[src/rtl/slurm16_cfg.svh]
// slurm16 memory system configuration
// Word, address and bank geometry shared by the memory interface,
// the arbiter and the banks

`ifndef SLURM16_CFG_SVH
`define SLURM16_CFG_SVH

// Data word width in bits
`define SLURM16_BITS 16

// Byte address width in bits
// The top byte address bit selects the bank
`define SLURM16_ADDRESS_BITS 16

// Number of memory banks
`define SLURM16_BANKS 2

// Words actually stored per bank
// Word address bits above the index and below the bank bit alias
`define SLURM16_BANK_WORDS 256

`endif
[src/rtl/slurm16_mem_pkg.sv]
// slurm16 memory-side types
// Bank index and byte write mask carried on the memory bus

package slurm16_mem_pkg;

	// Index of a memory bank, taken from the top word address bit
	typedef logic bank_t;

	// Byte enables of a word write
	// Bit 0 enables the low byte, bit 1 the high byte
	typedef logic [1:0] wr_mask_t;

endpackage

[src/rtl/slurm16_cpu_pkg.sv]
// slurm16 CPU-side types
// State encoding of the fetch/load/store sequencer in the memory interface

package slurm16_cpu_pkg;

	// Sequencer states, encodings are dense from 0 to 12
	typedef enum logic [3:0] {
		cpust_halt              = 4'd0,  // Halted, no fetches
		cpust_execute           = 4'd1,  // Executing, fetching instructions
		cpust_wait_mem_ready1   = 4'd2,  // Bank switch wait before fetch
		cpust_wait_mem_ready2   = 4'd3,  // Waiting for grant on new fetch bank
		cpust_execute_load      = 4'd4,  // Load in progress
		cpust_wait_mem_load1    = 4'd5,  // Bank switch wait before load
		cpust_wait_mem_load2    = 4'd6,  // Waiting for grant on load bank
		cpust_execute_store     = 4'd7,  // Store in progress
		cpust_wait_mem_store1   = 4'd8,  // Bank switch wait before store
		cpust_wait_mem_store2   = 4'd9,  // Waiting for grant on store bank
		cpust_pre_execute       = 4'd10, // One fetch before resuming execute
		cpust_wait_mem_ready1_2 = 4'd11, // Bank switch wait after load/store
		cpust_wait_mem_ready2_2 = 4'd12  // Grant wait after load/store
	} cpu_state_t;

endpackage

[src/rtl/slurm16_mem_if.sv]
// slurm16 memory bus
// Request/grant bus between the CPU memory interface and the arbiter
// An access happens in every cycle where valid and ready are both high
// Read data follows one cycle after a granted read

`timescale 1ns/1ps

`include "slurm16_cfg.svh"

interface slurm16_mem_if;

	logic [`SLURM16_ADDRESS_BITS-1:0] address;  // Word address
	logic                             valid;    // Request
	logic                             wr;       // Write when high, read when low
	slurm16_mem_pkg::wr_mask_t        wr_mask;  // Byte enables of a write
	logic [`SLURM16_BITS-1:0]         wdata;    // Write data
	logic                             ready;    // Grant
	logic [`SLURM16_BITS-1:0]         rdata;    // Read data, one cycle after grant

	// CPU side, issues requests
	modport cpu (
		output address, valid, wr, wr_mask, wdata,
		input  ready, rdata
	);

	// Arbiter side, grants and returns data
	modport arb (
		input  address, valid, wr, wr_mask, wdata,
		output ready, rdata
	);

endinterface

[src/rtl/slurm16_cpu_memory_interface.sv]
// slurm16 CPU memory interface
// Sequences instruction fetches, data loads and data stores over the
// request/grant bus. Memory is split into banks by the top address bit,
// and every change of bank inserts two wait states before the access.

`timescale 1ns/1ps

`include "slurm16_cfg.svh"

module slurm16_cpu_memory_interface (
	input  logic                             CLK,
	input  logic                             RSTb,

	input  logic                             load_memory,   // Load next
	input  logic                             store_memory,  // Store next
	input  logic                             halt,
	input  logic                             wake,

	input  logic [`SLURM16_ADDRESS_BITS-1:0] pc,
	input  logic [`SLURM16_ADDRESS_BITS-1:0] load_store_address,
	input  logic [`SLURM16_ADDRESS_BITS-1:0] store_memory_data,
	input  slurm16_mem_pkg::wr_mask_t        store_memory_wr_mask,

	slurm16_mem_if.cpu                       mem,

	output logic                             is_executing,
	output logic                             is_fetching,
	output logic                             memory_is_instruction,
	output logic                             stall_memory_pipeline_stage3,
	output logic [`SLURM16_ADDRESS_BITS-1:0] memory_address_prev_plus_two,
	output slurm16_mem_pkg::wr_mask_t        memory_wr_mask_delayed
);

	localparam int AW = `SLURM16_ADDRESS_BITS;

	slurm16_cpu_pkg::cpu_state_t cpu_state_r, cpu_state_next;

	logic [AW-1:0] addr_r;       // Byte address on the bus
	logic [AW-1:0] prev_addr_r;  // Address of the previous advance
	logic [AW-1:0] next_addr;
	logic [AW-1:0] prev_plus_two_r;

	logic [`SLURM16_BITS-1:0]  memory_out_r;
	slurm16_mem_pkg::wr_mask_t memory_wr_mask_r;
	slurm16_mem_pkg::wr_mask_t memory_wr_mask_del_r;

	logic memory_is_instruction_r, memory_is_instruction_next;
	logic preserve_addr;  // Hold address while a bank switch is pending
	logic valid, wr;

	// True when two byte addresses fall in different banks
	function automatic logic has_bank_switch(input logic [AW-1:0] a, input logic [AW-1:0] b);
		return a[AW-1] ^ b[AW-1];
	endfunction

	always_ff @(posedge CLK) begin
		if (!RSTb) begin
			cpu_state_r             <= slurm16_cpu_pkg::cpust_wait_mem_ready1;
			addr_r                  <= '0;
			prev_addr_r             <= '0;
			memory_wr_mask_r        <= 2'b11;
			memory_wr_mask_del_r    <= 2'b11;
			memory_is_instruction_r <= 1'b0;
		end else begin
			cpu_state_r             <= cpu_state_next;
			memory_is_instruction_r <= memory_is_instruction_next;
			if (!preserve_addr) begin
				addr_r               <= next_addr;
				prev_addr_r          <= addr_r;
				memory_wr_mask_del_r <= memory_wr_mask_r;
				if (is_executing)
					memory_wr_mask_r <= store_memory_wr_mask;
			end
		end
	end

	// Store data follows the address advance
	always_ff @(posedge CLK) begin
		if (!preserve_addr && is_executing)
			memory_out_r <= store_memory_data;
	end

	// Return address for instructions
	always_ff @(posedge CLK) begin
		prev_plus_two_r <= addr_r + {{(AW-2){1'b0}}, 2'b10};
	end

	always_comb begin
		cpu_state_next             = cpu_state_r;
		memory_is_instruction_next = memory_is_instruction_r;
		preserve_addr              = 1'b0;

		case (cpu_state_r)
			slurm16_cpu_pkg::cpust_halt:
				if (wake)
					cpu_state_next = slurm16_cpu_pkg::cpust_wait_mem_ready1;
			slurm16_cpu_pkg::cpust_execute: begin
				memory_is_instruction_next = 1'b1;
				if (halt)
					cpu_state_next = slurm16_cpu_pkg::cpust_halt;
				else if (load_memory)
					cpu_state_next = has_bank_switch(addr_r, prev_addr_r) ?
						slurm16_cpu_pkg::cpust_wait_mem_load1 :
						slurm16_cpu_pkg::cpust_execute_load;
				else if (store_memory)
					cpu_state_next = has_bank_switch(addr_r, prev_addr_r) ?
						slurm16_cpu_pkg::cpust_wait_mem_store1 :
						slurm16_cpu_pkg::cpust_execute_store;
				else if (has_bank_switch(addr_r, prev_addr_r))
					cpu_state_next = slurm16_cpu_pkg::cpust_wait_mem_ready1;
			end
			slurm16_cpu_pkg::cpust_pre_execute:
				cpu_state_next = halt ? slurm16_cpu_pkg::cpust_halt :
					slurm16_cpu_pkg::cpust_execute;
			slurm16_cpu_pkg::cpust_wait_mem_ready1: begin
				cpu_state_next             = slurm16_cpu_pkg::cpust_wait_mem_ready2;
				memory_is_instruction_next = 1'b0;
			end
			slurm16_cpu_pkg::cpust_wait_mem_ready2: begin
				if (mem.ready)
					cpu_state_next = slurm16_cpu_pkg::cpust_execute;
				memory_is_instruction_next = 1'b0;
			end
			slurm16_cpu_pkg::cpust_wait_mem_ready1_2: begin
				cpu_state_next             = slurm16_cpu_pkg::cpust_wait_mem_ready2_2;
				memory_is_instruction_next = 1'b0;
			end
			slurm16_cpu_pkg::cpust_wait_mem_ready2_2:
				if (mem.ready)
					cpu_state_next = slurm16_cpu_pkg::cpust_pre_execute;
			slurm16_cpu_pkg::cpust_execute_load: begin
				memory_is_instruction_next = 1'b0;
				if (halt)
					cpu_state_next = slurm16_cpu_pkg::cpust_halt;
				else if (has_bank_switch(addr_r, prev_addr_r)) begin
					cpu_state_next = slurm16_cpu_pkg::cpust_wait_mem_load1;
					preserve_addr  = 1'b1;
				end else if (store_memory)
					cpu_state_next = has_bank_switch(pc, prev_addr_r) ?
						slurm16_cpu_pkg::cpust_wait_mem_store1 :
						slurm16_cpu_pkg::cpust_execute_store;
				else if (!load_memory)
					cpu_state_next = has_bank_switch(addr_r, pc) ?
						slurm16_cpu_pkg::cpust_wait_mem_ready1_2 :
						slurm16_cpu_pkg::cpust_execute;
			end
			slurm16_cpu_pkg::cpust_wait_mem_load1:
				cpu_state_next = slurm16_cpu_pkg::cpust_wait_mem_load2;
			slurm16_cpu_pkg::cpust_wait_mem_load2:
				if (mem.ready)
					cpu_state_next = slurm16_cpu_pkg::cpust_execute_load;
			slurm16_cpu_pkg::cpust_execute_store: begin
				memory_is_instruction_next = 1'b0;
				if (halt)
					cpu_state_next = slurm16_cpu_pkg::cpust_halt;
				else if (has_bank_switch(addr_r, prev_addr_r)) begin
					cpu_state_next = slurm16_cpu_pkg::cpust_wait_mem_store1;
					preserve_addr  = 1'b1;
				end else if (load_memory)
					cpu_state_next = has_bank_switch(pc, prev_addr_r) ?
						slurm16_cpu_pkg::cpust_wait_mem_load1 :
						slurm16_cpu_pkg::cpust_execute_load;
				else if (!store_memory)
					cpu_state_next = has_bank_switch(addr_r, pc) ?
						slurm16_cpu_pkg::cpust_wait_mem_ready1_2 :
						slurm16_cpu_pkg::cpust_execute;
			end
			slurm16_cpu_pkg::cpust_wait_mem_store1:
				cpu_state_next = slurm16_cpu_pkg::cpust_wait_mem_store2;
			slurm16_cpu_pkg::cpust_wait_mem_store2:
				if (mem.ready)
					cpu_state_next = slurm16_cpu_pkg::cpust_execute_store;
			default:
				cpu_state_next = slurm16_cpu_pkg::cpust_halt;
		endcase
	end

	always_comb begin
		is_executing = 1'b0;
		case (cpu_state_r)
			slurm16_cpu_pkg::cpust_execute,
			slurm16_cpu_pkg::cpust_pre_execute,
			slurm16_cpu_pkg::cpust_execute_load,
			slurm16_cpu_pkg::cpust_execute_store:
				is_executing = 1'b1;
			default: ;
		endcase
	end

	assign is_fetching = (cpu_state_next == slurm16_cpu_pkg::cpust_execute) &&
		!has_bank_switch(addr_r, pc);

	// Address advances only while executing
	always_comb begin
		next_addr = addr_r;
		if (is_executing)
			next_addr = (load_memory || store_memory) ? load_store_address : pc;
	end

	always_comb begin
		valid = 1'b0;
		wr    = 1'b0;
		case (cpu_state_r)
			slurm16_cpu_pkg::cpust_execute,
			slurm16_cpu_pkg::cpust_pre_execute,
			slurm16_cpu_pkg::cpust_wait_mem_ready2,
			slurm16_cpu_pkg::cpust_wait_mem_ready2_2,
			slurm16_cpu_pkg::cpust_execute_load,
			slurm16_cpu_pkg::cpust_wait_mem_load2:
				valid = 1'b1;
			slurm16_cpu_pkg::cpust_execute_store,
			slurm16_cpu_pkg::cpust_wait_mem_store2: begin
				valid = 1'b1;
				wr    = !has_bank_switch(addr_r, prev_addr_r);  // No write into old bank
			end
			default: ;
		endcase
	end

	assign mem.address = {1'b0, addr_r[AW-1:1]};  // Word address
	assign mem.valid   = valid;
	assign mem.wr      = wr;
	assign mem.wr_mask = memory_wr_mask_r;
	assign mem.wdata   = memory_out_r;

	assign memory_is_instruction        = memory_is_instruction_r;
	assign stall_memory_pipeline_stage3 = preserve_addr;
	assign memory_address_prev_plus_two = prev_plus_two_r;
	assign memory_wr_mask_delayed       = memory_wr_mask_del_r;

	// A refused request keeps its wait state and its address
	a_hold_on_backpressure: assert property (@(posedge CLK) disable iff (!RSTb)
		(mem.valid && !mem.ready && !is_executing) |=>
			$stable(cpu_state_r) && $stable(addr_r));

	// Requests are off by the second cycle after a halt is taken
	a_halt_stops_requests: assert property (@(posedge CLK) disable iff (!RSTb)
		(is_executing && halt) |=> ##1 !mem.valid);

endmodule

[src/flat_wrapper.sv]
// flat-port wrapper written by rule: the top's interface ports become plain ports
module slurm16_cpu_memory_interface_flat 
  (CLK, RSTb, load_memory, store_memory, halt, wake, pc, load_store_address, store_memory_data, store_memory_wr_mask, is_executing, is_fetching, memory_is_instruction, stall_memory_pipeline_stage3, memory_address_prev_plus_two, memory_wr_mask_delayed, mem_address, mem_valid, mem_wr, mem_wr_mask, mem_wdata, mem_ready, mem_rdata);
  slurm16_mem_if mem_i ();
  input  logic CLK;
  input  logic RSTb;
  input  logic load_memory;
  input  logic store_memory;
  input  logic halt;
  input  logic wake;
  input  logic [`SLURM16_ADDRESS_BITS-1:0] pc;
  input  logic [`SLURM16_ADDRESS_BITS-1:0] load_store_address;
  input  logic [`SLURM16_ADDRESS_BITS-1:0] store_memory_data;
  input  slurm16_mem_pkg::wr_mask_t store_memory_wr_mask;
  output logic is_executing;
  output logic is_fetching;
  output logic memory_is_instruction;
  output logic stall_memory_pipeline_stage3;
  output logic [`SLURM16_ADDRESS_BITS-1:0] memory_address_prev_plus_two;
  output slurm16_mem_pkg::wr_mask_t memory_wr_mask_delayed;
  output wire logic [$bits(mem_i.address)-1:0] mem_address;
  output wire logic [$bits(mem_i.valid)-1:0] mem_valid;
  output wire logic [$bits(mem_i.wr)-1:0] mem_wr;
  output wire logic [$bits(mem_i.wr_mask)-1:0] mem_wr_mask;
  output wire logic [$bits(mem_i.wdata)-1:0] mem_wdata;
  input wire logic [$bits(mem_i.ready)-1:0] mem_ready;
  input wire logic [$bits(mem_i.rdata)-1:0] mem_rdata;
  assign mem_address = mem_i.address;
  assign mem_valid = mem_i.valid;
  assign mem_wr = mem_i.wr;
  assign mem_wr_mask = mem_i.wr_mask;
  assign mem_wdata = mem_i.wdata;
  assign mem_i.ready = mem_ready;
  assign mem_i.rdata = mem_rdata;
  slurm16_cpu_memory_interface u_core (.CLK(CLK), .RSTb(RSTb), .load_memory(load_memory), .store_memory(store_memory), .halt(halt), .wake(wake), .pc(pc), .load_store_address(load_store_address), .store_memory_data(store_memory_data), .store_memory_wr_mask(store_memory_wr_mask), .mem(mem_i), .is_executing(is_executing), .is_fetching(is_fetching), .memory_is_instruction(memory_is_instruction), .stall_memory_pipeline_stage3(stall_memory_pipeline_stage3), .memory_address_prev_plus_two(memory_address_prev_plus_two), .memory_wr_mask_delayed(memory_wr_mask_delayed));
endmodule
[config.mk]
export PLATFORM = sky130hd
export DESIGN_NAME = slurm16_cpu_memory_interface_flat
export DESIGN_NICKNAME = d
export VERILOG_FILES = /design/src/rtl/slurm16_mem_pkg.sv /design/src/rtl/slurm16_cpu_pkg.sv /design/src/rtl/slurm16_mem_if.sv /design/src/rtl/slurm16_cpu_memory_interface.sv /design/src/flat_wrapper.sv
export VERILOG_INCLUDE_DIRS = /design/src /design/src/rtl
export SDC_FILE = /design/constraint.sdc
export NUM_CORES = 1
export LEC_CHECK = 0
export BUFFER_PORTS_ARGS = -buffer_cell sky130_fd_sc_hd__buf_2
export CAP_MARGIN = 25
export CORE_UTILIZATION = 30
export DETAILED_ROUTE_END_ITERATION = 8
export PLACE_DENSITY = 0.58
export SLEW_MARGIN = 20
export SYNTH_ARGS = -nofsm -noshare
export SYNTH_HDL_FRONTEND = slang
export SYNTH_SLANG_ARGS = --single-unit
[constraint.sdc]
create_clock -name CLK -period 2 [get_ports CLK]
set_input_delay 0.1 -clock CLK [delete_from_list [all_inputs] [get_ports CLK]]
set_output_delay 0.1 -clock CLK [all_outputs]
set_load 0.01 [all_outputs]
* After elaboration in Yosys (flattened, before gate mapping)
Cells that the tools add are included.
** Word-level totals
- Register bits :: 73
- Bits in latches :: 0
- RAM bits :: 0
- ROM bits :: 0
- Input port bits :: 73
- Memories :: 0
** Operators by class
- Add/sub/neg operators :: 1
- Multipliers :: 0
- Div/mod/pow operators :: 0
- $lt $le $gt $ge :: 0
- Equal/unequal tests :: 13
- Shift operators :: 0
- Mux-type cells :: 32
- Bitwise operators :: 4
- Reduce and logical (&&, ||, !) cells :: 14
** Operator list (count)
- $mux W4 :: 20
- $pmux W4 S13 :: 1
- $eq A4 B4 Y1 const B :: 5
- $add A16 B2 Y16 const B :: 1
- $eq A4 B3 Y1 const B :: 4
- $mux W16 :: 1
- $mux W1 :: 9
- $eq A4 B1 Y1 const B :: 2
- $eq A4 B2 Y1 const B :: 2
- $reduce_or A8 Y1 :: 1
- $reduce_or A5 Y1 :: 1
- $logic_not A4 Y1 :: 1
- $reduce_or A2 Y1 :: 2
- $reduce_or A4 Y1 :: 1
- $logic_not A1 Y1 :: 3
- $xor A1 B1 Y1 :: 3
- $logic_and A1 B1 Y1 :: 2
- $pmux W1 S2 :: 1
- $reduce_and A2 Y1 :: 1
- $reduce_bool A2 Y1 :: 1
- $logic_or A1 B1 Y1 :: 1
- $not A1 Y1 :: 1

* Logic depth before layout (Yosys ltp)
- Depth after elaboration :: 9
- Mapped depth :: 8

* Worst setup path before layout
OpenSTA, ideal clock, no wires.
- Kind :: reg2reg
- From :: reg u_core.cpu_state_r[0]
- To :: reg u_core.memory_out_r[0], in the netlist u_core.mem.wdata[0], enable pin
- Setup time :: 350 ps
- Arrival time :: 1543 ps
- Slack :: 107 ps
- Cell stages (with the launch flop) :: 7
- Path buffers :: 2
- Cell sequence :: dfxtp_1 clkbuf_8 xnor2_1 a21oi_1 o32a_1 nor2_2 buf_2
** On the way
- Cells in the longest elaborated chain, start to end :: 5
- Elaborated cells on any way between the ends :: 10
- Classes of those cells :: 4 x eq/ne; 2 x mux; 4 x reduce/logical
** RTL lines
- start: declaration :: RTL line slurm16_cpu_memory_interface.sv:36 : slurm16_cpu_pkg::cpu_state_t cpu_state_r, cpu_state_next;
- start signal: assignment :: RTL line slurm16_cpu_memory_interface.sv:58 : cpu_state_r <= slurm16_cpu_pkg::cpust_wait_mem_ready1;
- start signal: assignment :: RTL line slurm16_cpu_memory_interface.sv:65 : cpu_state_r <= cpu_state_next;
- $eq A4 B3 Y1 :: RTL line slurm16_cpu_memory_interface.sv:93, slurm16_cpu_memory_interface.sv:180
- $reduce_or A2 Y1 (no line)
- $mux W1
- $logic_not A1 Y1
- $logic_and A1 B1 Y1 * :: RTL line slurm16_cpu_memory_interface.sv:79 : if (!preserve_addr && is_executing)
- end signal: assignment :: RTL line slurm16_cpu_memory_interface.sv:80 : memory_out_r <= store_memory_data;
- end: declaration :: RTL line slurm16_cpu_memory_interface.sv:43 : logic [`SLURM16_BITS-1:0] memory_out_r;
Mark *: on every way between the ends. The rest lies on a longest branch, timed or not.
A chain may end at the register's enable or synchronous reset.

* Worst setup path after layout
- From :: reg u_core.cpu_state_r[0]
- To :: out is_fetching
** On the way
- Cells in the longest elaborated chain, start to end :: 7
- Elaborated cells on any way between the ends :: 33
- Classes of those cells :: 13 x eq/ne; 18 x mux; 2 x reduce/logical
** RTL lines
- $mux W4, on equally long branches :: RTL line slurm16_cpu_memory_interface.sv:163, slurm16_cpu_memory_interface.sv:109, slurm16_cpu_memory_interface.sv:142
- $mux W4, on equally long branches :: RTL line slurm16_cpu_memory_interface.sv:159, slurm16_cpu_memory_interface.sv:105, slurm16_cpu_memory_interface.sv:138
- $mux W4, on equally long branches :: RTL line slurm16_cpu_memory_interface.sv:156, slurm16_cpu_memory_interface.sv:101, slurm16_cpu_memory_interface.sv:135
- $mux W4, on equally long branches :: RTL line slurm16_cpu_memory_interface.sv:154, slurm16_cpu_memory_interface.sv:99, slurm16_cpu_memory_interface.sv:133
- $pmux W4 S13 * :: RTL line slurm16_cpu_memory_interface.sv:93 : case (cpu_state_r)
- $eq A4 B1 Y1 * :: RTL line slurm16_cpu_memory_interface.sv:190 : assign is_fetching = (cpu_state_next == slurm16_cpu_pkg::cpust_execute) &&
- $logic_and A1 B1 Y1 * :: RTL line slurm16_cpu_memory_interface.sv:190
- end: declaration :: RTL line flat_wrapper.sv:16 : output logic is_fetching;
Marks and branches as above.

==> flow_summary.json <==
{
  "rsz0062_at_grt": "yes",
  "fin_ws_ns": -0.219,
  "drt-wirelength-per-cell_um": 14.5,
  "ys_seq_elements": 58,
  "synth-edff-count": 16,
  "start_util": 0.309,
  "synth.distinct_cells": 62,
  "globalplace.congestion": 0.893,
  "final_common_cell": "buf_2",
  "crit_fanout": 8,
  "placed_cells": 558,
  "syn2layout_area_growth_pct": 40.6,
  "cts_buffer_depth": 2,
  "port_buffers": 113,
  "cp.arrival_ns": 2.12,
  "yosys_warnings": 0,
  "numCtsBuffers": 9,
  "synth_nets": 393,
  "fin_skew_ns": 0.00695,
  "antenna_found_initial": 0,
  "grt_overflow_total": 0,
  "synth_top_area_share": 0.280,
  "final.setup.tns_ns": -0.219,
  "irDropWorstVdd_mv": 0.264,
  "grt_pass1_wl_um": 13200,
  "ant_nets": 0,
  "violations": "negative setup slack",
  "vias": 2891,
  "fp-row-count": 36,
  "fmaxAchievable_mhz": 451,
  "drt_iter0_markers": 89,
  "coreArea_sq_um": 9730,
  "dp_slack_ns": -0.0172,
  "netlist_area_sq_um": 3000,
  "hold_depth": 3,
  "vias_per_cell": 4.84,
  "yosys-top-cells-area": "dfxtp_1, edfxtp_1, buf_4",
  "final_cell_count_no_fill": 597,
  "final_cell_mix": "buf_2, dfxtp_1, buf_4, nand2_1, a21oi_1",
  "grt_max_degree": 33,
  "worstHoldStart": "store_memory_wr_mask[0]",
  "fin_area_sq_um": 4220,
  "hold_class": "input pin to flop",
  "drive_gt1_frac": 0.433,
  "setup_viol": 1,
  "dpl.hpwl_um": 6260,
  "routed_wl_um": 8680,
  "cts_tree": "built",
  "drv_slew": 0,
  "power.leakage_uw": 0.00180,
  "cp-startpoint": "u_core.cpu_state_r[0]",
  "min_period_over_period": 1.11,
  "finalCriticalPeriod_ns": 2.22,
  "reg2reg_depth": 6,
  "cts.sink_count": 58,
  "synth_top_area_cell": "dfxtp_1",
  "fp.dieW_um": 102,
  "endpoint_kind": "output port",
  "fin_nets": 533,
  "worst_setup_path_start_kind": "flop",
  "hold_violations": 0,
  "syn_area_per_cell_sq_um": 9.41,
  "io-pin-count": 131,
  "clk_latency_ns": 0.33,
  "whs_ns": 0.0252,
  "crit_required_ns": 1.90,
  "die-area_sq_um": 10400,
  "n_antenna_cell": 0,
  "outcome": "finished with violations",
  "critPathKind": "flop to output port",
  "seq_area_frac_synth": 0.440,
  "cts.clk_slew.worst_paths_ns": 0.07,
  "clockRootBuffer": "clkbuf_8",
  "h-tree-depth": 3,
  "synthCells": 319,
  "grt_pass1_vias": 2751,
  "r2r-start": "u_core.prev_addr_r[15]",
  "placed_cell_area_sq_um": 3700,
  "nFillCells": 983,
  "drc": 0,
  "power_density_nw_per_um2": 672,
  "cap_violations": 0,
  "synthArstFlopShare": 0,
  "ys.flop_type": "dfxtp_1",
  "first_pass_iters": 5,
  "grtUsageTotal": 0.167,
  "die_h_um": 102
}
## flip-flops by register name, indices dropped and copies added, names as in the netlist
register and cells:
u_core.mem.wr_mask 2, u_core.addr_r 16, u_core.memory_is_instruction 1, u_core.memory_address_prev_plus_two 16
u_core.memory_wr_mask_delayed 2, u_core.cpu_state_r 4, u_core.mem.wdata 16, u_core.prev_addr_r 1
## power by group
group | total (uW) | switching [uW] | internal, uW | leakage (uW)
registers | 1330 | 54.5 | 1270 | 0.000490
logic | 550 | 269 | 282 | 0.00123
clock network | 955 | 473 | 482 | 0.0000847
## per-layer routing
metal  routed length, um  global-route usage  vias up
li1                    -                   -     1430
met1                3690               0.195     1333
met2                4220               0.291      109
met3                 590              0.0342       19
met4                 178              0.0824        0
met5                   0                   0        -
## metrics by stage
step / power, uW / util
2_1_floorplan: 1660 / -
3_3_place_gp: 1840 / 0.380
3_5_place_dp: 1850 / 0.380
4_1_cts: 2870 / 0.431
5_1_grt: 2990 / 0.434
6_report: 2830 / 0.434
## worst max-delay path, stage by stage (launching register included)
cell	delay, ns
dfxtp_4	0.38
buf_6	0.12
or2b_4	0.21
nor3b_4	0.04
a221o_1	0.30
a211o_1	0.26
nor4_2	0.29
buf_2	0.18
## synthesized netlist by cell type (2+ instances only)
cell,n
nand2b_1,3
a31oi_1,4
xnor2_1,12
nand4_1,5
buf_6,6
buf_2,4
clkinv_1,2
clkbuf_1,10
inv_1,6
xor2_1,6
a21oi_1,23
a21boi_0,2
or4_2,2
o21ai_0,21
nor2_2,2
nor2b_1,5
mux2i_1,2
a311oi_1,15
nor3b_1,2
edfxtp_1,16
dfxtp_1,42
nand2_1,26
a221o_1,2
buf_4,18
clkbuf_8,3
or2_2,2
o2bb2ai_1,3
nor3_1,7
nor2_1,18
nor4_1,3
nand3_1,16
## layout make-up
class                           count  area [sq um]  share of cell area
Multi-Input combinational cell    212          1410               0.335
Sequential cell                    58          1340               0.318
Timing Repair Buffer              170          1090               0.258
Tap cell                          133           166              0.0394
Clock buffer                       10           138              0.0326
Clock inverter                      6          41.3             0.00979
Inverter                            8          30.0             0.00712
## repair_timing
action,4_1_cts,5_1_grt
buffers inserted,5,0
gates resized for setup,35,5
hold endpoints to repair,20,0
pin swaps,15,1
hold buffers,18,0
setup endpoints to repair,2,2
## cells by family after synthesis
kind of cell	after synthesis	synth area share
DFF	58	0.440
and+or+nand+nor	103	0.181
muxes	2	0.00667
other	1	0.00125
xor gates and xnor gates	19	0.0617
AOI/OAI and AO/OA	85	0.191
buffers and inverters	49	0.110
adders and majority gates	2	0.00750
## worst paths after layout
kind	end	slack [ns]
worst min-delay path	u_core.mem.wr_mask[0]	0.03
worst max register to register	u_core.cpu_state_r[3]	0.17
worst min register to register	u_core.memory_address_prev_plus_two[0]	0.36
worst max-delay path	is_fetching	-0.22
Power figures use the tool's default switching activity.
